==> src/dcache_pkg.sv <==
package dcache_pkg;

    // ========================================
    // Cache geometry
    // ========================================
    localparam int num_ways   = 4;
    localparam int num_sets   = 16;
    localparam int index_w    = 4;
    localparam int offset_w   = 6;
    localparam int tag_w      = 22;
    localparam int line_bytes = 64;
    localparam int line_words = 16;

    typedef logic [line_bytes*8-1:0] line_t;
    typedef logic [num_ways-1:0]     way_t;

    // ========================================
    // Address and request
    // ========================================
    typedef struct packed {
        logic [tag_w-1:0]    tag;
        logic [index_w-1:0]  index;
        logic [offset_w-3:0] word_off;
        logic [1:0]          byte_off;
    } addr_fields_t;

    // One address word, read either raw or split into its fields
    typedef union packed {
        logic [31:0]  raw;
        addr_fields_t f;
    } cache_addr_u;

    typedef struct packed {
        logic        op;      // 0 is a load, 1 is a store
        cache_addr_u addr;
        logic [31:0] wdata;
        logic [3:0]  wstrb;
    } cpu_req_t;

    typedef enum logic [2:0] {
        idle,
        lookup,
        miss,
        replace,
        refill
    } fsm_state_t;

endpackage

==> src/dcache_plru.sv <==
`timescale 1ns/1ps

module dcache_plru (
    input  logic                           clk,
    input  logic                           rstn,
    input  logic [dcache_pkg::index_w-1:0] index,
    input  logic                           lru_touch,
    input  dcache_pkg::way_t               touch_way,
    input  dcache_pkg::way_t               valid_bits,
    output dcache_pkg::way_t               victim_way
);

    // Bit 0 picks the half, bit 1 picks in ways 0 and 1, bit 2 in ways 2 and 3
    logic [2:0] tree [dcache_pkg::num_sets];
    logic [1:0] touch_idx;
    logic [1:0] tree_idx;

    assign touch_idx = {touch_way[3] | touch_way[2], touch_way[3] | touch_way[1]};

    always_ff @(posedge clk) begin
        if (!rstn) begin
            for (int s = 0; s < dcache_pkg::num_sets; s++) tree[s] <= '0;
        end else if (lru_touch) begin
            tree[index][0] <= !touch_idx[1];  // Point at the other half
            if (touch_idx[1]) tree[index][2] <= !touch_idx[0];
            else              tree[index][1] <= !touch_idx[0];
        end
    end

    assign tree_idx = tree[index][0] ? {1'b1, tree[index][2]} : {1'b0, tree[index][1]};

    always_comb begin
        victim_way = dcache_pkg::way_t'(1) << tree_idx;
        for (int w = dcache_pkg::num_ways - 1; w >= 0; w--) begin
            if (!valid_bits[w]) victim_way = dcache_pkg::way_t'(1) << w;  // Lowest empty way wins
        end
    end

endmodule

==> config.mk <==
export PLATFORM = sky130hd
export DESIGN_NAME = dcache_plru
export DESIGN_NICKNAME = d
export VERILOG_FILES = /design/src/dcache_pkg.sv /design/src/dcache_plru.sv
export SDC_FILE = /design/constraint.sdc
export NUM_CORES = 1
export LEC_CHECK = 0
export BUFFER_PORTS_ARGS = -buffer_cell sky130_fd_sc_hd__buf_4
export CORE_ASPECT_RATIO = 0.6
export CORE_MARGIN = 10
export CORE_UTILIZATION = 55
export CTS_BUF_LIST = sky130_fd_sc_hd__clkbuf_4 sky130_fd_sc_hd__clkbuf_8
export DETAILED_ROUTE_END_ITERATION = 8
export HOLD_SLACK_MARGIN = 0.03
export PLACE_DENSITY = 0.73
export RECOVER_POWER = 25
export SYNTH_ARGS = -nofsm -noshare
export SYNTH_HDL_FRONTEND = slang
export SYNTH_SLANG_ARGS = --single-unit
==> constraint.sdc <==
create_clock -name clk -period 4 [get_ports clk]
set_input_delay 0.8 -clock clk [delete_from_list [all_inputs] [get_ports clk]]
set_output_delay 0.8 -clock clk [all_outputs]
set_load 0.03 [all_outputs]
==> After elaboration in Yosys (flattened, before gate mapping) <==
Memory sizes are Yosys's and may differ from the RTL's.
Cells that the tools add are included.
{ "word_totals": {"ff_bits": 0, "latchBits": 0, "mem_bits_rw": 48, "mem_bits_ro": 0, "in_bits": 15, "out_inout_bits": 4, "wordCells": 27, "n_memories": 1} }
{ "mem_list": {"columns": ["memory", "words", "width", "read_ports", "rd_clocked_by_memory_dff", "write_ports", "line_no", "text"], "rows": [
  ["tree", 16, 3, 1, 0, 16, "dcache_plru.sv:14", "logic [2:0] tree [dcache_pkg::num_sets];"]
]} }
{ "op_classes": {"addsub": 0, "mul": 0, "n_div": 0, "n_lt_le_gt_ge": 0, "n_eq_ne": 0, "shifts": 1, "mux": 20, "bitwise": 2, "reduce_logical": 3} }
{ "op_table": {"columns": ["operator", "n"], "rows": [
  ["4-bit 2-to-1 mux", 5],
  ["1-bit 2-to-1 mux", 12],
  ["3-bit 2-to-1 mux", 2],
  ["1-bit by 2-bit << shifter with 4-bit output (first input constant)", 1],
  ["3-bit OR reduction", 1],
  ["1-bit zero test", 2],
  ["2-bit 2-to-1 mux", 1],
  ["1-bit bitwise OR", 2]
]} }

==> Logic depth before layout (Yosys ltp) <==
Gate-level depths: netlist of the first run.
{ "logic_depth": {"ltp_word": 7, "mapped_depth": 7, "ltp_nobuf": 5} }

==> Worst setup path after synthesis of the first run <==
No wires, ideal clock.
{ "synth_path": {"path_kind": "input port to output port", "startpoint": "input index[1] (netlist bit)", "endpoint": "output victim_way[1]", "arrival_time_ns": 2.486, "t_required_ns": 3.200, "setup_slack_ns": 0.714, "path_stages": 6, "n_path_buf": 2, "path_cell_list": "buf_6 > buf_12 > mux4_2 > a221oi_4 > nand4_1 > a21boi_1"} }
{ "synth_between": {"elab_chain_len": 7} }
{ "synth_lines": {"columns": ["element", "line_no", "text"], "rows": [
  ["start, declared", "dcache_plru.sv:6", "input logic [dcache_pkg::index_w-1:0] index,"],
  ["memory read 16 x 3 bit", null, null],
  ["2-bit 2-to-1 mux", "dcache_plru.sv:30", "assign tree_idx = tree[index][0] ? {1'b1, tree[index][2]} : {1'b0, tree[index][1]};"],
  ["1-bit by 2-bit << shifter with 4-bit output", "dcache_plru.sv:33", "victim_way = dcache_pkg::way_t'(1) << tree_idx;"],
  ["4-bit 2-to-1 mux (4 in a row)", "dcache_plru.sv:35", "if (!valid_bits[w]) victim_way = dcache_pkg::way_t'(1) << w;"],
  ["end, declared", "dcache_plru.sv:10", "output dcache_pkg::way_t victim_way"]
]} }
No other way between the ends.

==> impl_metrics.toml, run 1 <==
[outcome]
status = "finished with violations"
violations = "capacitance limit, slew limit"

[place]
placed_area_um2 = 2630
place_congestion = 0.785
post-place-cells = 283
dp_hpwl_mm = 3.43
portBuffers = 17

[synthesis]
yosysTopAreaCellShare_pct = 57.2
synth_cell_types = 26
synthesis.nets = 238
ys_warn_count = 0
synthesis.area_um2 = 2520
synth-seq-cells = 48
ys_seq_area_share_pct = 57.2
syn_inst = 223
syn_avg_cell_area_um2 = 11.3
synth_area_leaders = "edfxtp_1 57%, mux4_2 8.0%, o21ai_0 6.4%"
yosys.area.top_type = "edfxtp_1"

[timing]
period_share_pct = 84.4
slew_headroom_pct = -25.6
holdWs_ps = 965
fmax_mhz = 296
worst_slew_pin_slew_ps = 1880
finalCriticalPeriod_ps = 3380
fin_tns_setup_ps = 0
slew_viol_final = 51
hold_viol = 0
finalSetupViolations = 0
rsz0062_at_grt = "false"

[routing]
drt_pass1_iterations = 5
vias = 1739
avgViaCountPerCell = 5.98
routedWlPerCell_um = 17.7
drt-initial-drc-count = 176
wl_mm = 5.15
drc = 0
ant_nets = 0

[clock_network]
cts_made_buffers = 5
clock_path_buffers = 2
clockRootBuffer = "clkbuf_8"
clkSinkCount = 48
cts_tree = "built"
ctsHoldBuffers = 0
clk_pin_slew_ps = 90
post_cts_resized = 0
post_cts_buffers = 0
htreeDepth = 2

[finish]
syn_to_final_growth_pct = 7.85
regMostFlops = "tree"
nets = 245
design_area_um2 = 2720
num_antenna_cells = 0
top_regs = "tree x48"
final_common_cell = "edfxtp_1"
mostFrequentLayoutCells = "48 x edfxtp_1, 37 x nor2_1, 37 x nand2_1, 32 x o21ai_0"
largest_reg_flops = 48
instances_no_fill = 291
drive_gt1_share_pct = 15.6

[worst_setup_path]
cp-startpoint = "rstn"
critPathLaunchType = "input pin"
cp.required_ps = 3980
arrival_ps = 3350
worstSetupEndpointType = "flip-flop"
worstSetupPathType = "in -> reg"
crit_fanout = 50
worstSetupEndpoint = "tree[5][1]$_SDFFCE_PN0P_"

[global_routing]
grt_max_degree = 51
grt_usage_pct = 14.3
antenna_found_initial = 0
grt_pass1_vias = 1690
grt-ovfl-total = 0
grt_pass1_wl_mm = 8.69

[die]
fp.dieH_um = 72.4
start_util_pct = 59.2
die-area_um2 = 7780
core_um2 = 4260
rows = 18
die_width_um = 107
io_pins = 19

[pwr]
cellLeakagePower_nw = 0.899
finalPower_mw = 0.989
ir_drop_v = 0.000193
powerDensity_nw_per_um2 = 364

[run]
max-cap-violations = 1

[worst_hold_path]
hold_path_class = "in -> reg"
==> Yosys cell counts, drive strengths merged <==
cell type  number
a221oi          1
edfxtp         48
a211oi          1
nand3           3
nand2b          2
nor2           37
a21boi          1
buf             4
mux4           13
a22o            1
a21oi           1
or2             1
and4            1
nand4           1
nor2b           2
a22oi           1
nor3           18
and2            1
nand2          37
o21ai          33
clkbuf         15
inv             1
==> per-layer routing <==
layer  global-route usage, %  vias up  routed length, um
met1                    19.4      845               2390
met3                    5.47        2                453
met2                    20.6       62               2280
met4                    4.13        0                 19
met5                       0        -                  0
li1                        -      830                  -
==> worst max-delay path: stages <==
cell and delay, ps:
clkbuf_1 1330, nand2_1 180, nor3_1 530, nand2_1 260, o21ai_0 260
==> report_power, final <==
part / internal [mW] / switching (mW) / total, mW
Clock: 0.136 / 0.149 / 0.285
Sequential: 0.578 / 0.00641 / 0.585
Combinational: 0.0495 / 0.0702 / 0.120
Total: 0.764 / 0.226 / 0.989
==> layout make-up <==
type                    count  area (um2)
clock inverters             1        3.75
well taps                  60        75.1
inverters                   1        3.75
multi-input cells         155         971
flip-flops and latches     48        1440
clock buffers               7        83.8
repair buffers             19         139
fillers                   324        1540
==> metrics by stage <==
stage	worst slack (ps)	utilization, %
floorplan	714	-
global placement	622	61.9
detailed placement	606	61.9
CTS	611	63.9
global route	273	63.8
finish	623	63.8
==> worst min-delay path by stage <==
stage	start	to	slack [ps]	cells after the start
after floorplan	touch_way[2]	tree[2][2]$_SDFFCE_PN0P_	1110	2
after global placement	touch_way[1]	tree[8][1]$_SDFFCE_PN0P_	1260	2
after detailed placement	touch_way[1]	tree[14][1]$_SDFFCE_PN0P_	1260	2
after CTS	touch_way[1]	tree[14][1]$_SDFFCE_PN0P_	950	2
after global routing	touch_way[1]	tree[9][1]$_SDFFCE_PN0P_	960	2
final	touch_way[1]	tree[2][1]$_SDFFCE_PN0P_	960	2
==> logic make-up (layout without fill, tap and decap cells) <==
| family | Yosys count | count (layout) | synth area share, % |
|---|---|---|---|
| multiplexers | 13 | 13 | 12.2 |
| flip-flops | 48 | 48 | 57.2 |
| AND/OR/NAND/NOR | 103 | 103 | 17.3 |
| AO/OA/AOI/OAI | 39 | 39 | 9.04 |
| buffers and inverters | 20 | 28 | 4.27 |
No activity file was read; power rests on OpenSTA's default activity.
==> run 2: changes to the inputs <==
==> constraint.sdc (replaced) <==
create_clock -name clk -period 3.5 [get_ports clk]
set_input_delay 0.7 -clock clk [delete_from_list [all_inputs] [get_ports clk]]
set_output_delay 0.7 -clock clk [all_outputs]
set_load 0.03 [all_outputs]
==> impl_metrics.toml, run 2 (same netlist as run 1, synthesis figures left out) <==
[outcome]
status = "finished, final reports clean"

[finish]
drive_gt1_share_pct = 16.0
nets = 245
num_antenna_cells = 0
final_common_cell = "edfxtp_1"
largest_reg_flops = 48
multi_input_area_um2 = 971
seqCellArea_um2 = 1440
syn_to_final_growth_pct = 7.99
design_area_um2 = 2720
top_regs = "tree x48"
nFillCells = 346
mostFrequentLayoutCells = "48 x edfxtp_1, 37 x nor2_1, 37 x nand2_1, 32 x o21ai_0, 19 x buf_4"
regMostFlops = "tree"

[die]
start_util_pct = 59.2
die_width_um = 107
rows = 18
die-area_um2 = 7780
fp.dieH_um = 72.4
io_pins = 19
core_um2 = 4260

[place]
place_congestion = 0.800
portBuffers = 17
dp_hpwl_mm = 3.58
placed_area_um2 = 2630

[global_routing]
top_usage_layer = "met2"
use_met1_pct = 19.9
grtUsageMet2_pct = 20.7
grt_usage_pct = 14.4
grt_pass1_wl_mm = 8.72
grt_pass1_vias = 1688
antenna_found_initial = 0
met3_usage_pct = 4.76
grt_max_degree = 51
grt-ovfl-total = 0

[pwr]
cellLeakagePower_nw = 0.903
power_frac_comb_pct = 11.9
p_int_mw = 0.872
power_frac_clock_pct = 29.1
ir_drop_v = 0.000270
p_sw_mw = 0.264
p_seq_share_pct = 59.0
powerDensity_nw_per_um2 = 417
swShare_pct = 23.2
finalPower_mw = 1.14

[routing]
drc = 0
wl_mm = 5.20
vias = 1763
ant_nets = 0
drt-initial-drc-count = 138
routedWlPerCell_um = 17.9
drt_pass1_iterations = 4
avgViaCountPerCell = 6.06

[clock_network]
clk_pin_slew_ps = 80
clockRootBuffer = "clkbuf_8"
post_cts_buffers = 0
ctsHoldBuffers = 0
htreeDepth = 2
cts_tree = "built"
cts_made_buffers = 5
post_cts_resized = 0
clock_path_buffers = 2
clkSinkCount = 48

[timing]
finalCriticalPeriod_ps = 3150
hold_viol = 0
finalSetupViolations = 0
rsz0062_at_grt = "false"
fin_tns_setup_ps = 0
worst_slew_pin_slew_ps = 1030
slew_viol_final = 0
period_share_pct = 90.0
fmax_mhz = 318
slew_headroom_pct = 31.4

[worst_setup_path]
critPathLaunchType = "input pin"
worstSetupPathType = "in -> out"
arrival_ps = 2450
worstSetupEndpointType = "output port"
crit_fanout = 15
cp.required_ps = 2800

[run]
max-cap-violations = 0

[worst_hold_path]
hold_path_class = "in -> reg"
[run 2: changes by cell type in the layout (fill, tap and decap cells not counted), sizes merged]
cell / change
buf: +1
clkbuf: -1
[run 2: area by class of cell]
| cell class | count | share of cell area, % |
|---|---|---|
| Multi-Input combinational cell | 155 | 35.7 |
| Clock inverter | 1 | 0.138 |
| Inverter | 1 | 0.138 |
| Sequential cell | 48 | 53.0 |
| Clock buffer | 7 | 3.08 |
| Timing Repair Buffer | 19 | 5.24 |
| Tap cell | 60 | 2.76 |
[run 2: path summary, 6_finish.rpt]
check          from                         to  slack (ps)  cells after the start
max        index[1]              victim_way[1]         350                      7
min    touch_way[1]  tree[14][1]$_SDFFCE_PN0P_         840                      2
[run 2: through the flow]
| step | setup WS (ps) | hold slack (ps) | util [%] | cells |
|---|---|---|---|---|
| CTS | 331 | 836 | 63.9 | 291 |
| global placement | 330 | 1160 | 61.9 | 283 |
| detailed placement | 337 | 1160 | 61.9 | 283 |
| finish | 352 | 838 | 63.9 | 291 |
| global route | 262 | 854 | 63.9 | 291 |
| floorplan | 414 | 1010 | - | 223 |
[run 2: metal layers]
layer | share of wire, % | up-vias | wire [um]
li1 | - | 831 | -
met1 | 45 | 840 | 2370
met4 | 1.2 | 0 | 62
met5 | 0 | - | 0
met3 | 10 | 7 | 519
met2 | 43 | 85 | 2250
[run 2: power groups by stage]
stage               Combinational (mW)  Clock (mW)  Sequential [mW]
floorplan                       0.0997           0            0.678
global placement                 0.132           0            0.682
detailed placement               0.134           0            0.684
CTS                              0.135       0.332            0.670
global route                     0.148       0.358            0.673
finish                           0.135       0.331            0.670
[run 2: critical path, cell delays in order]
cell      delay, ps
buf_4           230
mux4_2          570
a22o_1          260
a221oi_4        230
nand4_1         130
a21boi_1        150
buf_4           170
