## src/dcache_pkg.sv

```systemverilog
package dcache_pkg;

    // ========================================
    // Cache geometry
    // ========================================
    localparam int num_ways   = 4;
    localparam int num_sets   = 16;
    localparam int index_w    = 4;
    localparam int offset_w   = 6;
    localparam int tag_w      = 22;
    localparam int line_bytes = 64;
    localparam int line_words = 16;

    typedef logic [line_bytes*8-1:0] line_t;
    typedef logic [num_ways-1:0]     way_t;

    // ========================================
    // Address and request
    // ========================================
    typedef struct packed {
        logic [tag_w-1:0]    tag;
        logic [index_w-1:0]  index;
        logic [offset_w-3:0] word_off;
        logic [1:0]          byte_off;
    } addr_fields_t;

    // One address word, read either raw or split into its fields
    typedef union packed {
        logic [31:0]  raw;
        addr_fields_t f;
    } cache_addr_u;

    typedef struct packed {
        logic        op;      // 0 is a load, 1 is a store
        cache_addr_u addr;
        logic [31:0] wdata;
        logic [3:0]  wstrb;
    } cpu_req_t;

    typedef enum logic [2:0] {
        idle,
        lookup,
        miss,
        replace,
        refill
    } fsm_state_t;

endpackage

```

## src/dcache_main_fsm.sv

```systemverilog
`timescale 1ns/1ps

module dcache_main_fsm (
    input  logic                              clk,
    input  logic                              rstn,
    input  logic                              req_valid,
    input  logic                              op,
    input  logic [3:0]                        wstrb,
    input  logic [3:0]                        word_off,
    input  logic                              cache_hit,
    input  dcache_pkg::way_t                  hit_way,
    input  dcache_pkg::way_t                  victim_way,
    input  logic                              victim_dirty,
    input  logic                              rd_rdy,
    input  logic                              wr_rdy,
    input  logic                              fill_finish,
    output logic                              req_ready,
    output logic                              req_load,
    output logic                              victim_load,
    output dcache_pkg::way_t                  way_en,
    output logic [dcache_pkg::line_bytes-1:0] data_we,
    output logic                              tag_we,
    output logic                              dirty_we,
    output logic                              dirty_value,
    output logic                              fill_sel,
    output logic                              lru_touch,
    output logic                              rd_req,
    output logic                              wr_req,
    output logic                              rd_beat_ready,
    output logic                              data_valid
);

    dcache_pkg::fsm_state_t state, state_nxt;
    logic [dcache_pkg::line_bytes-1:0] hit_we;

    // Store strobes moved to their word inside the line
    assign hit_we = {{(dcache_pkg::line_bytes-4){1'b0}}, wstrb} << {word_off, 2'b00};

    assign req_load = req_valid && req_ready;

    always_ff @(posedge clk) begin
        if (!rstn) begin
            state <= dcache_pkg::idle;
        end else begin
            state <= state_nxt;
        end
    end

    // ========================================
    // Next state
    // ========================================
    always_comb begin
        state_nxt = state;
        case (state)
            dcache_pkg::idle: begin
                if (req_valid) state_nxt = dcache_pkg::lookup;
            end
            dcache_pkg::lookup: begin
                if (cache_hit) begin
                    state_nxt = req_valid ? dcache_pkg::lookup : dcache_pkg::idle;
                end else begin
                    state_nxt = victim_dirty ? dcache_pkg::miss : dcache_pkg::replace;
                end
            end
            dcache_pkg::miss: begin
                if (wr_rdy) state_nxt = dcache_pkg::replace;  // Victim line accepted
            end
            dcache_pkg::replace: begin
                if (rd_rdy) state_nxt = dcache_pkg::refill;
            end
            dcache_pkg::refill: begin
                if (fill_finish) state_nxt = dcache_pkg::idle;
            end
            default: state_nxt = dcache_pkg::idle;
        endcase
    end

    // ========================================
    // Strobes and levels
    // ========================================
    always_comb begin
        req_ready     = 1'b0;
        victim_load   = 1'b0;
        way_en        = '0;
        data_we       = '0;
        tag_we        = 1'b0;
        dirty_we      = 1'b0;
        dirty_value   = 1'b0;
        fill_sel      = 1'b0;
        lru_touch     = 1'b0;
        rd_req        = 1'b0;
        wr_req        = 1'b0;
        rd_beat_ready = 1'b0;
        data_valid    = 1'b0;
        case (state)
            dcache_pkg::idle: req_ready = 1'b1;
            dcache_pkg::lookup: begin
                if (cache_hit) begin
                    req_ready  = 1'b1;
                    data_valid = 1'b1;
                    way_en     = hit_way;
                    lru_touch  = 1'b1;
                    if (op) begin
                        data_we     = hit_we;
                        dirty_we    = 1'b1;
                        dirty_value = 1'b1;
                    end
                end else begin
                    victim_load = 1'b1;  // Save victim line and tag before it is replaced
                end
            end
            dcache_pkg::miss:    wr_req = 1'b1;
            dcache_pkg::replace: rd_req = 1'b1;
            dcache_pkg::refill: begin
                rd_beat_ready = 1'b1;
                if (fill_finish) begin
                    way_en      = victim_way;
                    data_we     = '1;
                    tag_we      = 1'b1;
                    dirty_we    = 1'b1;
                    dirty_value = op;  // A merged store leaves the new line dirty
                    fill_sel    = 1'b1;
                    lru_touch   = 1'b1;
                    data_valid  = 1'b1;
                end
            end
            default: ;
        endcase
    end

    a_state_legal: assert property (@(posedge clk) disable iff (!rstn)
        state inside {dcache_pkg::idle, dcache_pkg::lookup, dcache_pkg::miss,
                      dcache_pkg::replace, dcache_pkg::refill});

    a_one_mem_req: assert property (@(posedge clk) disable iff (!rstn)
        !(rd_req && wr_req));

endmodule

```

## config.mk

```make
export PLATFORM = sky130hd
export DESIGN_NAME = dcache_main_fsm
export DESIGN_NICKNAME = d
export VERILOG_FILES = /design/src/dcache_pkg.sv /design/src/dcache_main_fsm.sv
export SDC_FILE = /design/constraint.sdc
export NUM_CORES = 1
export LEC_CHECK = 0
export BUFFER_PORTS_ARGS = -buffer_cell sky130_fd_sc_hd__buf_2
export CAP_MARGIN = 20
export CORE_AREA = 5 5 62 64
export CTS_CLUSTER_DIAMETER = 60
export DETAILED_ROUTE_END_ITERATION = 12
export DIE_AREA = 0 0 67 69
export GPL_TIMING_DRIVEN = 0
export PLACE_DENSITY = 0.74
export SLEW_MARGIN = 20
export SYNTH_ARGS = -nofsm -noshare
export SYNTH_HDL_FRONTEND = slang
export SYNTH_SLANG_ARGS = --single-unit
```

## constraint.sdc

```tcl
create_clock -name clk -period 1.54 [get_ports clk]
set_input_delay 0.308 -clock clk [delete_from_list [all_inputs] [get_ports clk]]
set_output_delay 0.308 -clock clk [all_outputs]
set_load 0.02 [all_outputs]
```

==> results of run 1 <==
==> cell families after synthesis <==
logic type	Yosys count	share of synthesized area, %
buffers and inverters	19	9.20
AND/OR/NAND/NOR	47	38.4
AO/OA/AOI/OAI	74	44.2
multiplexers	1	1.05
XOR/XNOR	1	0.920
flip-flops	3	6.31
==> through the flow <==
step                TNS (ns)  utilization [%]  setup WS [ns]  hold slack, ns
global placement      -18.74             59.8         -0.385           0.576
floorplan              -6.73                -         -0.142           0.448
CTS                   -30.11             86.6         -0.538           0.334
detailed placement    -20.03             59.8         -0.412           0.579
==> what timing repair did <==
action | in CTS
buffers inserted | 24
setup endpoints to repair | 78
resized for setup | 191
pin swaps | 24
gates cloned | 1
==> impl_metrics.prom, run 1 <==
# TYPE chip_impl_metric gauge
chip_impl_info{name="run_status",value="stopped before the end"} 1
chip_impl_info{name="failed_stage",value="5_1_grt"} 1
chip_impl_info{name="tool.error",value="[ERROR DPL-0033] detailed placement checks failed during check placement."} 1
chip_impl_metric{name="post_synthesis_instance_area",unit="um2"} 952
chip_impl_metric{name="floorplan.io_pins",unit=""} 105
chip_impl_metric{name="place.detailed.instances",unit=""} 294
chip_impl_metric{name="die_y",unit="um"} 69
chip_impl_metric{name="std_cell_rows",unit=""} 21
chip_impl_metric{name="synth_nets",unit=""} 170
chip_impl_metric{name="starting_utilization_of_the_core_area",unit="%"} 29.5
chip_impl_metric{name="cts.sink_count",unit=""} 3
chip_impl_metric{name="cts_inserted_buffers",unit=""} 3
chip_impl_info{name="synth_top_cells_by_area",value="o21ai_0 18%, o21ai_1 14%, dfxtp_1 6.3%, a31o_1 5.5%, or4_4 4.7%"} 1
chip_impl_metric{name="yosys.cell_types.count",unit=""} 37
chip_impl_info{name="ctsRootBufferMaster",value="clkbuf_4"} 1
chip_impl_metric{name="async_reset_ff_share",unit="%"} 0
chip_impl_metric{name="ctsHoldBuffers",unit=""} 0
chip_impl_metric{name="synth-warning-count",unit=""} 0
chip_impl_metric{name="cell_count_after_synthesis",unit=""} 145
chip_impl_metric{name="antenna_found_initial",unit=""} 0
chip_impl_info{name="postSynth.topFlopCell",value="dfxtp_1"} 1
chip_impl_metric{name="die_w",unit="um"} 67
chip_impl_metric{name="cts.htree.levels",unit=""} 1
chip_impl_metric{name="ctsLongestPathBuffers",unit=""} 2
chip_impl_metric{name="synth_edf_count",unit=""} 0
chip_impl_metric{name="synth_sequential_area_ratio",unit="%"} 6.31
chip_impl_metric{name="gpl.final_weighted_congestion",unit=""} 0.849
chip_impl_info{name="dominant_cell_by_count_in_the_synthesized_netlist",value="o21ai_0"} 1
chip_impl_info{name="synthTopCellsByCount",value="34 x o21ai_0, 26 x o21ai_1, 8 x clkbuf_1"} 1
chip_impl_metric{name="port_buffers",unit=""} 103
chip_impl_metric{name="largest_net_degree_at_the_start_of_global_routing",unit=""} 11
chip_impl_metric{name="ys_ff_latch",unit=""} 3
chip_impl_metric{name="synthDominantCellAreaShare",unit="%"} 17.9
chip_impl_metric{name="detailed_place_hpwl",unit="um"} 3680
chip_impl_info{name="worstEpCategory",value="top-level output"} 1
chip_impl_metric{name="place_area",unit="um2"} 1930
chip_impl_metric{name="syn-mean-instance-area",unit="um2"} 6.57
chip_impl_info{name="synth_area_leader_cell",value="o21ai_0"} 1
chip_impl_info{name="timing.grt.repair.worst_endpoint",value="data_we[29]"} 1
==> inputs of run 2 (changes only) <==
--- a/config.mk
+++ b/config.mk
@@ -7,12 +7,11 @@
 export LEC_CHECK = 0
 export BUFFER_PORTS_ARGS = -buffer_cell sky130_fd_sc_hd__buf_2
 export CAP_MARGIN = 20
-export CORE_AREA = 5 5 62 64
-export CTS_CLUSTER_DIAMETER = 60
+export CORE_AREA = 5 5 66 68
 export DETAILED_ROUTE_END_ITERATION = 12
-export DIE_AREA = 0 0 67 69
+export DIE_AREA = 0 0 71 73
 export GPL_TIMING_DRIVEN = 0
-export PLACE_DENSITY = 0.74
+export PLACE_DENSITY_LB_ADDON = 0.15
 export SLEW_MARGIN = 20
 export SYNTH_ARGS = -nofsm -noshare
 export SYNTH_HDL_FRONTEND = slang
==> constraint.sdc (replaced) <==
create_clock -name clk -period 2 [get_ports clk]
set_input_delay 0.4 -clock clk [delete_from_list [all_inputs] [get_ports clk]]
set_output_delay 0.4 -clock clk [all_outputs]
set_load 0.02 [all_outputs]
==> impl_metrics.prom, run 2 <==
# TYPE chip_impl_metric gauge
chip_impl_metric{name="pwr-share-clk",unit="%"} 35.0
chip_impl_metric{name="ctsLongestPathBuffers",unit=""} 2
chip_impl_metric{name="global_route.overflow_total",unit=""} 0
chip_impl_metric{name="reg2reg_setup_slack",unit="ns"} 0.77
chip_impl_metric{name="track_usage",unit="%"} 16.0
chip_impl_metric{name="worst_ep_arrival_time",unit="ns"} 1.66
chip_impl_metric{name="die_w",unit="um"} 71
chip_impl_metric{name="setup_viol",unit=""} 19
chip_impl_info{name="endpoint_kind",value="output pin"} 1
chip_impl_info{name="holdCritStartpoint",value="rd_rdy"} 1
chip_impl_metric{name="max-slew-margin-rel",unit="%"} 65.2
chip_impl_metric{name="detailed_place_hpwl",unit="um"} 3600
chip_impl_info{name="reg2reg_to",value="state[2]"} 1
chip_impl_metric{name="total_switching_power",unit="W"} 0.000189
chip_impl_metric{name="cts_inserted_buffers",unit=""} 3
chip_impl_metric{name="synth_nets",unit=""} 170
chip_impl_metric{name="path_clk_slew",unit="ns"} 0.03
chip_impl_metric{name="power_density",unit="nW/um2"} 247
chip_impl_metric{name="grt_pass1_wl",unit="um"} 6940
chip_impl_metric{name="pwr-share-seq",unit="%"} 14.8
chip_impl_metric{name="drt-pass1-iter-count",unit=""} 4
chip_impl_metric{name="ctsHoldBuffers",unit=""} 0
chip_impl_metric{name="core_area",unit="um2"} 3800
chip_impl_metric{name="place_area",unit="um2"} 1540
chip_impl_metric{name="drt.antenna.violating_nets",unit=""} 0
chip_impl_metric{name="gpl.final_weighted_congestion",unit=""} 0.790
chip_impl_metric{name="cts.sink_count",unit=""} 3
chip_impl_metric{name="final_area",unit="um2"} 2000
chip_impl_metric{name="critPathMaxFanout",unit=""} 7
chip_impl_info{name="timing.critical_path.cells",value="nand3b_4 > or4_4 > o21ai_1 > buf_4"} 1
chip_impl_metric{name="switching_share",unit="%"} 38.3
chip_impl_metric{name="design.final.nets",unit=""} 286
chip_impl_metric{name="remaining_drc_errors",unit=""} 0
chip_impl_metric{name="skew",unit="ns"} 0.0000977
chip_impl_info{name="postSynth.topFlopCell",value="dfxtp_1"} 1
chip_impl_metric{name="antenna_cells_inserted",unit=""} 0
chip_impl_metric{name="final_layout_size_suffix_gt1_share",unit="%"} 60.4
chip_impl_metric{name="synth_edf_count",unit=""} 0
chip_impl_metric{name="layout_setup_ws",unit="ns"} -0.0636
chip_impl_metric{name="finalHoldViolations",unit=""} 0
chip_impl_info{name="dominant_cell_by_count_in_the_synthesized_netlist",value="o21ai_0"} 1
chip_impl_metric{name="max_freq",unit="MHz"} 485
chip_impl_info{name="critical_path.slowest_cell",value="or4_4"} 1
chip_impl_info{name="run_status",value="finished with violations"} 1
chip_impl_metric{name="source_to_sink_clock_delay_at_the_later_pin_of_the_worst_skew_pair",unit="ns"} 0.21
chip_impl_metric{name="detailedRoute.firstIterationViolations",unit=""} 63
chip_impl_metric{name="routed_via_density",unit=""} 5.05
chip_impl_info{name="timing.setup.critical_path_class",value="reg2out"} 1
chip_impl_metric{name="final_min_period_over_clock_period",unit="%"} 103
chip_impl_info{name="rsz0062_at_grt",value="true"} 1
chip_impl_metric{name="synth-warning-count",unit=""} 0
chip_impl_metric{name="area.growth.synth_to_final",unit="%"} 110
chip_impl_metric{name="power_leakage",unit="nW"} 1.01
chip_impl_info{name="biggestRegsByFlops",value="state: 3 flops"} 1
chip_impl_metric{name="detailroute.wirelength.met2",unit="um"} 2410
chip_impl_metric{name="largest_reg_flops",unit=""} 3
chip_impl_metric{name="floorplan.die_area",unit="um2"} 5180
chip_impl_info{name="crit_family",value="simple AND/OR/NAND/NOR gates"} 1
chip_impl_metric{name="cell_count_after_synthesis",unit=""} 145
chip_impl_metric{name="async_reset_ff_share",unit="%"} 0
chip_impl_metric{name="postRouteWirelength",unit="um"} 4750
chip_impl_metric{name="max-cap-violations",unit=""} 0
chip_impl_info{name="highest_routing_layer_actually_used",value="met3"} 1
chip_impl_info{name="cp-start-kind",value="flop"} 1
chip_impl_info{name="synth_area_leader_cell",value="o21ai_0"} 1
chip_impl_metric{name="hold_depth",unit=""} 3
chip_impl_info{name="largest-register",value="state"} 1
chip_impl_metric{name="internal_power_consumption",unit="W"} 0.000305
chip_impl_info{name="failed_checks",value="negative setup slack"} 1
chip_impl_metric{name="critPathRequiredTime",unit="ns"} 1.60
chip_impl_metric{name="worst_slew_pin_slew",unit="ns"} 0.521
chip_impl_metric{name="first_global_vias",unit=""} 1456
chip_impl_info{name="mostFrequentLayoutCell",value="buf_4"} 1
chip_impl_metric{name="utilization",unit="%"} 52.7
chip_impl_metric{name="synth_sequential_area_ratio",unit="%"} 6.31
chip_impl_info{name="clock_tree_from_tritoncts",value="yes"} 1
chip_impl_metric{name="layout_min_cycle_time",unit="ns"} 2.06
chip_impl_metric{name="syn-mean-instance-area",unit="um2"} 6.57
chip_impl_info{name="min_path_type",value="in2reg"} 1
chip_impl_metric{name="cts.htree.levels",unit=""} 1
chip_impl_info{name="ctsRootBufferMaster",value="clkbuf_8"} 1
chip_impl_metric{name="routedLengthMet1",unit="um"} 1970
chip_impl_metric{name="ys_ff_latch",unit=""} 3
chip_impl_metric{name="timing.critical_path.depth",unit=""} 4
chip_impl_metric{name="largest_net_degree_at_the_start_of_global_routing",unit=""} 12
chip_impl_metric{name="post_synthesis_instance_area",unit="um2"} 952
chip_impl_metric{name="starting_utilization_of_the_core_area",unit="%"} 25.1
chip_impl_metric{name="yosys.cell_types.count",unit=""} 37
chip_impl_metric{name="die_y",unit="um"} 73
chip_impl_metric{name="port_buffers",unit=""} 103
chip_impl_metric{name="critical_path_buf_inv_count",unit=""} 1
chip_impl_metric{name="floorplan.io_pins",unit=""} 105
chip_impl_metric{name="combinationalPowerShare",unit="%"} 50.2
chip_impl_metric{name="critical_path.max_stage_delay",unit="ns"} 0.57
chip_impl_info{name="min_delay_worst_endpoint",value="state[2]"} 1
chip_impl_info{name="synthTopCellsByCount",value="34 x o21ai_0, 26 x o21ai_1, 8 x clkbuf_1"} 1
chip_impl_info{name="most-common-layout-cells",value="50 x buf_4, 45 x buf_2, 42 x o21ai_1, 20 x buf_6, 15 x o21ai_2"} 1
chip_impl_info{name="worstReg2RegStart",value="state[2]"} 1
chip_impl_metric{name="route.detailed.wl_per_inst",unit="um"} 15.3
chip_impl_metric{name="final_max_slew_viol_count",unit=""} 0
chip_impl_metric{name="vdd.ir_drop.worst",unit="mV"} 0.338
chip_impl_info{name="synth_top_cells_by_area",value="o21ai_0 18%, o21ai_1 14%, dfxtp_1 6.3%, a31o_1 5.5%, or4_4 4.7%"} 1
chip_impl_metric{name="reg2reg_depth",unit=""} 6
chip_impl_metric{name="route.vias.total",unit=""} 1566
chip_impl_metric{name="std_cell_rows",unit=""} 23
chip_impl_metric{name="antenna_found_initial",unit=""} 0
chip_impl_metric{name="dr_wl_met3",unit="um"} 369
chip_impl_metric{name="synthDominantCellAreaShare",unit="%"} 17.9
-- run 2: area by class of cell --
| class | instances | area (um2) |
|---|---|---|
| inverter | 5 | 18.8 |
| sequential | 3 | 71.3 |
| clock buffer | 4 | 45.0 |
| tap | 50 | 62.6 |
| fill | 398 | 1800 |
| timing repair buffer | 111 | 796 |
| buffer | 14 | 95.1 |
| multi-input combinational | 123 | 913 |
-- run 2: how the worst max path moves through the flow --
stage                start     endpoint  slack, ns
6_report          state[1]  data_we[11]      -0.06
5_1_grt           state[2]  data_we[22]      -0.12
4_1_cts           state[2]  data_we[12]     -0.007
3_5_place_dp   word_off[1]   data_we[4]     -0.009
3_3_place_gp   word_off[1]   data_we[4]      -0.01
2_1_floorplan     state[0]    lru_touch      0.005
-- run 2: worst register-to-register path: cells and delay by family (launching register included) --
family	cells	cell delay (ns)
flip-flops	1	0.35
AND/OR/NAND/NOR	2	0.27
AO/OA/AOI/OAI	1	0.13
buffers and inverters	3	0.38
-- run 2: per-stage QoR --
step	instances	total power [W]	setup WS (ns)	TNS, ns	hold slack, ns
after floorplan	145	0.000201	0.00544	0	0.547
after global placement	298	0.000280	-0.0130	-0.0336	0.678
after detailed placement	298	0.000282	-0.00888	-0.0110	0.668
after CTS	304	0.000479	-0.00712	-0.0241	0.455
after global routing	310	0.000531	-0.122	-2.94	0.464
final	310	0.000494	-0.0636	-0.544	0.452
-- run 2: power by group through the flow --
stage	clock, W	sequential (W)	combinational, W
2_1_floorplan	0	0.0000718	0.000129
3_3_place_gp	0	0.0000733	0.000207
3_5_place_dp	0	0.0000734	0.000208
4_1_cts	0.000177	0.0000743	0.000228
5_1_grt	0.000188	0.0000739	0.000269
6_report	0.000173	0.0000733	0.000248
-- run 2: kinds of logic (layout without fill, tap and decap cells) --
family	after synthesis	count (layout)	synth area share [%]
buf+inv	19	134	9.20
simple gates	47	47	38.4
mux	1	1	1.05
flops	3	3	6.31
xor+xnor	1	1	0.920
compound gates	74	74	44.2
-- run 2: repair_timing --
item	4_1_cts	5_1_grt
setup endpoints to repair	71	71
setup buffers	2	6
pin swaps	10	48
resized for setup	45	110
-- run 2: layer usage --
layer	up-vias	global-route usage (%)
li1	780	-
met1	715	20.6
met2	71	28.5
met3	0	3.31
met4	0	1.25
met5	-	0
Note: power is estimated with default switching activity, not from simulation.
==> inputs of run 3 (changes only) <==
--- a/config.mk
+++ b/config.mk
@@ -5,13 +5,15 @@
 export SDC_FILE = /design/constraint.sdc
 export NUM_CORES = 1
 export LEC_CHECK = 0
-export BUFFER_PORTS_ARGS = -buffer_cell sky130_fd_sc_hd__buf_2
+export BUFFER_PORTS_ARGS = -buffer_cell sky130_fd_sc_hd__buf_4
 export CAP_MARGIN = 20
 export CORE_AREA = 5 5 66 68
 export DETAILED_ROUTE_END_ITERATION = 12
 export DIE_AREA = 0 0 71 73
 export GPL_TIMING_DRIVEN = 0
+export MAX_ROUTING_LAYER = met4
 export PLACE_DENSITY_LB_ADDON = 0.15
+export SKIP_LAST_GASP = 1
 export SLEW_MARGIN = 20
 export SYNTH_ARGS = -nofsm -noshare
 export SYNTH_HDL_FRONTEND = slang
==> impl_metrics.prom, run 3 (synthesized netlist as in run 2, its figures left out) <==
# TYPE chip_impl_metric gauge
chip_impl_info{name="timing.critical_path.cells",value="nand2b_4 > or4_4 > o21ai_4 > buf_6"} 1
chip_impl_metric{name="finalHoldViolations",unit=""} 0
chip_impl_metric{name="max-cap-violations",unit=""} 0
chip_impl_metric{name="drt.antenna.violating_nets",unit=""} 0
chip_impl_metric{name="cell_count_final_fillers_out",unit=""} 318
chip_impl_metric{name="antenna_found_initial",unit=""} 0
chip_impl_metric{name="core_area",unit="um2"} 3800
chip_impl_metric{name="route.vias.total",unit=""} 1590
chip_impl_metric{name="drt-pass1-iter-count",unit=""} 4
chip_impl_metric{name="max-slew-margin-rel",unit="%"} 61.3
chip_impl_metric{name="floorplan.io_pins",unit=""} 105
chip_impl_metric{name="internal_power_consumption",unit="W"} 0.000336
chip_impl_metric{name="final_area",unit="um2"} 2270
chip_impl_metric{name="postRouteWirelength",unit="um"} 4800
chip_impl_metric{name="power_leakage",unit="nW"} 1.12
chip_impl_metric{name="skew",unit="ns"} 0.000802
chip_impl_info{name="timing.setup.critical_path_class",value="reg2out"} 1
chip_impl_metric{name="layout_setup_ws",unit="ns"} -0.0222
chip_impl_metric{name="cts_inserted_buffers",unit=""} 3
chip_impl_info{name="failed_checks",value="negative setup slack"} 1
chip_impl_metric{name="final_layout_size_suffix_gt1_share",unit="%"} 69.4
chip_impl_info{name="mostFrequentLayoutCell",value="buf_4"} 1
chip_impl_metric{name="remaining_drc_errors",unit=""} 0
chip_impl_metric{name="layout_min_cycle_time",unit="ns"} 2.02
chip_impl_metric{name="final-seq-area",unit="um2"} 71.3
chip_impl_metric{name="track_usage",unit="%"} 16.7
chip_impl_info{name="cp-start-kind",value="flop"} 1
chip_impl_metric{name="starting_utilization_of_the_core_area",unit="%"} 25.1
chip_impl_info{name="largest-register",value="state"} 1
chip_impl_info{name="run_status",value="finished with violations"} 1
chip_impl_metric{name="detailedRoute.firstIterationViolations",unit=""} 56
chip_impl_metric{name="switching_share",unit="%"} 37.3
chip_impl_metric{name="route.detailed.wl_per_inst",unit="um"} 15.1
chip_impl_metric{name="design.final.nets",unit=""} 294
chip_impl_metric{name="global_route.overflow_total",unit=""} 0
chip_impl_metric{name="critPathMaxFanout",unit=""} 6
chip_impl_metric{name="cts.htree.levels",unit=""} 1
chip_impl_metric{name="pwr-share-seq",unit="%"} 13.6
chip_impl_info{name="clock_tree_from_tritoncts",value="yes"} 1
chip_impl_metric{name="detailed_place_hpwl",unit="um"} 3690
chip_impl_metric{name="pwr-share-clk",unit="%"} 32.9
chip_impl_metric{name="total_switching_power",unit="W"} 0.000200
chip_impl_metric{name="ctsLongestPathBuffers",unit=""} 2
chip_impl_metric{name="critical_path.max_stage_delay",unit="ns"} 0.60
chip_impl_metric{name="grt_pass1_wl",unit="um"} 6950
chip_impl_metric{name="vdd.ir_drop.worst",unit="mV"} 0.462
chip_impl_info{name="rsz0062_at_grt",value="true"} 1
chip_impl_metric{name="cts.sink_count",unit=""} 3
chip_impl_metric{name="critPathRequiredTime",unit="ns"} 1.60
chip_impl_metric{name="area.growth.synth_to_final",unit="%"} 139
chip_impl_info{name="critical_path.slowest_cell",value="or4_4"} 1
chip_impl_metric{name="place.detailed.instances",unit=""} 298
chip_impl_metric{name="ctsHoldBuffers",unit=""} 0
chip_impl_metric{name="std_cell_rows",unit=""} 23
chip_impl_info{name="biggestRegsByFlops",value="state: 3 flops"} 1
chip_impl_metric{name="place_area",unit="um2"} 1790
chip_impl_metric{name="antenna_cells_inserted",unit=""} 0
chip_impl_metric{name="multiInputGateArea",unit="um2"} 1000
chip_impl_metric{name="combinationalPowerShare",unit="%"} 53.5
chip_impl_metric{name="routed_via_density",unit=""} 5.00
chip_impl_metric{name="source_to_sink_clock_delay_at_the_later_pin_of_the_worst_skew_pair",unit="ns"} 0.21
chip_impl_metric{name="fillerInstances",unit=""} 392
chip_impl_metric{name="final_min_period_over_clock_period",unit="%"} 101
chip_impl_metric{name="gpl.final_weighted_congestion",unit=""} 0.821
chip_impl_metric{name="power_density",unit="nW/um2"} 236
chip_impl_metric{name="die_w",unit="um"} 71
chip_impl_metric{name="port_buffers",unit=""} 103
chip_impl_metric{name="worst_slew_pin_slew",unit="ns"} 0.579
chip_impl_metric{name="first_global_vias",unit=""} 1463
chip_impl_metric{name="path_clk_slew",unit="ns"} 0.03
chip_impl_metric{name="setup_viol",unit=""} 7
chip_impl_metric{name="worst_ep_arrival_time",unit="ns"} 1.62
chip_impl_metric{name="max_freq",unit="MHz"} 495
chip_impl_info{name="ctsRootBufferMaster",value="clkbuf_8"} 1
chip_impl_metric{name="largest_net_degree_at_the_start_of_global_routing",unit=""} 12
chip_impl_info{name="min_path_type",value="in2reg"} 1
chip_impl_metric{name="final_max_slew_viol_count",unit=""} 0
chip_impl_metric{name="utilization",unit="%"} 59.8
chip_impl_metric{name="die_y",unit="um"} 73
chip_impl_metric{name="largest_reg_flops",unit=""} 3
chip_impl_info{name="endpoint_kind",value="output pin"} 1
chip_impl_info{name="most-common-layout-cells",value="102 x buf_4, 30 x o21ai_2, 24 x o21ai_1, 21 x buf_6"} 1
chip_impl_metric{name="floorplan.die_area",unit="um2"} 5180
-- run 3: cell count changes in the layout (fill, tap and decap cells not counted), sizes merged --
cell / before / now
buf: 118 / 126
-- run 3: final cells by class --
type                            instances  share of cell area [%]
Sequential cell                         3                    3.14
Tap cell                               50                    2.75
Buffer                                 14                    4.52
Inverter                                5                   0.826
Multi-Input combinational cell        123                    44.2
Timing Repair Buffer                  119                    42.6
Clock buffer                            4                    1.98
-- run 3: stage by stage --
step	hold WS, ns	total power (W)	setup slack [ns]	TNS, ns
floorplan	0.547	0.000201	0.00544	0
global placement	0.677	0.000309	-0.0186	-0.0186
detailed placement	0.672	0.000311	0.00240	0
CTS	0.445	0.000514	-0.0135	-0.0263
global route	0.450	0.000569	-0.0842	-1.34
finish	0.448	0.000536	-0.0222	-0.109
-- run 3: power groups by stage --
stage / Clock [W] / Sequential (W) / Combinational (W)
4_1_cts: 0.000182 / 0.0000715 / 0.000260
3_5_place_dp: 0 / 0.0000729 / 0.000238
2_1_floorplan: 0 / 0.0000718 / 0.000129
3_3_place_gp: 0 / 0.0000730 / 0.000236
5_1_grt: 0.000189 / 0.0000734 / 0.000307
6_report: 0.000176 / 0.0000729 / 0.000287
-- run 3: metal layers --
layer  vias to the layer above  global-route usage (%)  wire, um
met4                         0                    4.80        19
met1                       724                    19.4      2010
li1                        802                       -         -
met2                        62                    30.2      2440
met3                         2                    1.93       335
met5                         -                       -         0
-- run 3: repair_timing --
action,4_1_cts,5_1_grt
cloned,0,0
endpoints found under the setup margin,71,63
buffers inserted,9,7
gates resized for setup,51,72
pin swaps,19,22
-- run 3: worst max-delay path: cells and delay by family, from the launching register on --
kind / cells / cell delay, ns
AOI/OAI and AO/OA: 1 / 0.17
and+or+nand+nor: 2 / 0.76
DFF: 1 / 0.34
buffers and inverters: 1 / 0.13
-- run 3: path summary, 6_finish.rpt --
| kind | from | endpoint | slack (ns) | depth (start not counted) |
|---|---|---|---|---|
| worst max-delay path | state[2] | data_we[22] | -0.02 | 4 |
| worst max register to register | state[1] | state[0] | 0.53 | 5 |
| worst min-delay path | rstn | state[2] | 0.45 | 2 |
| worst min register to register | state[2] | state[0] | 0.59 | 2 |
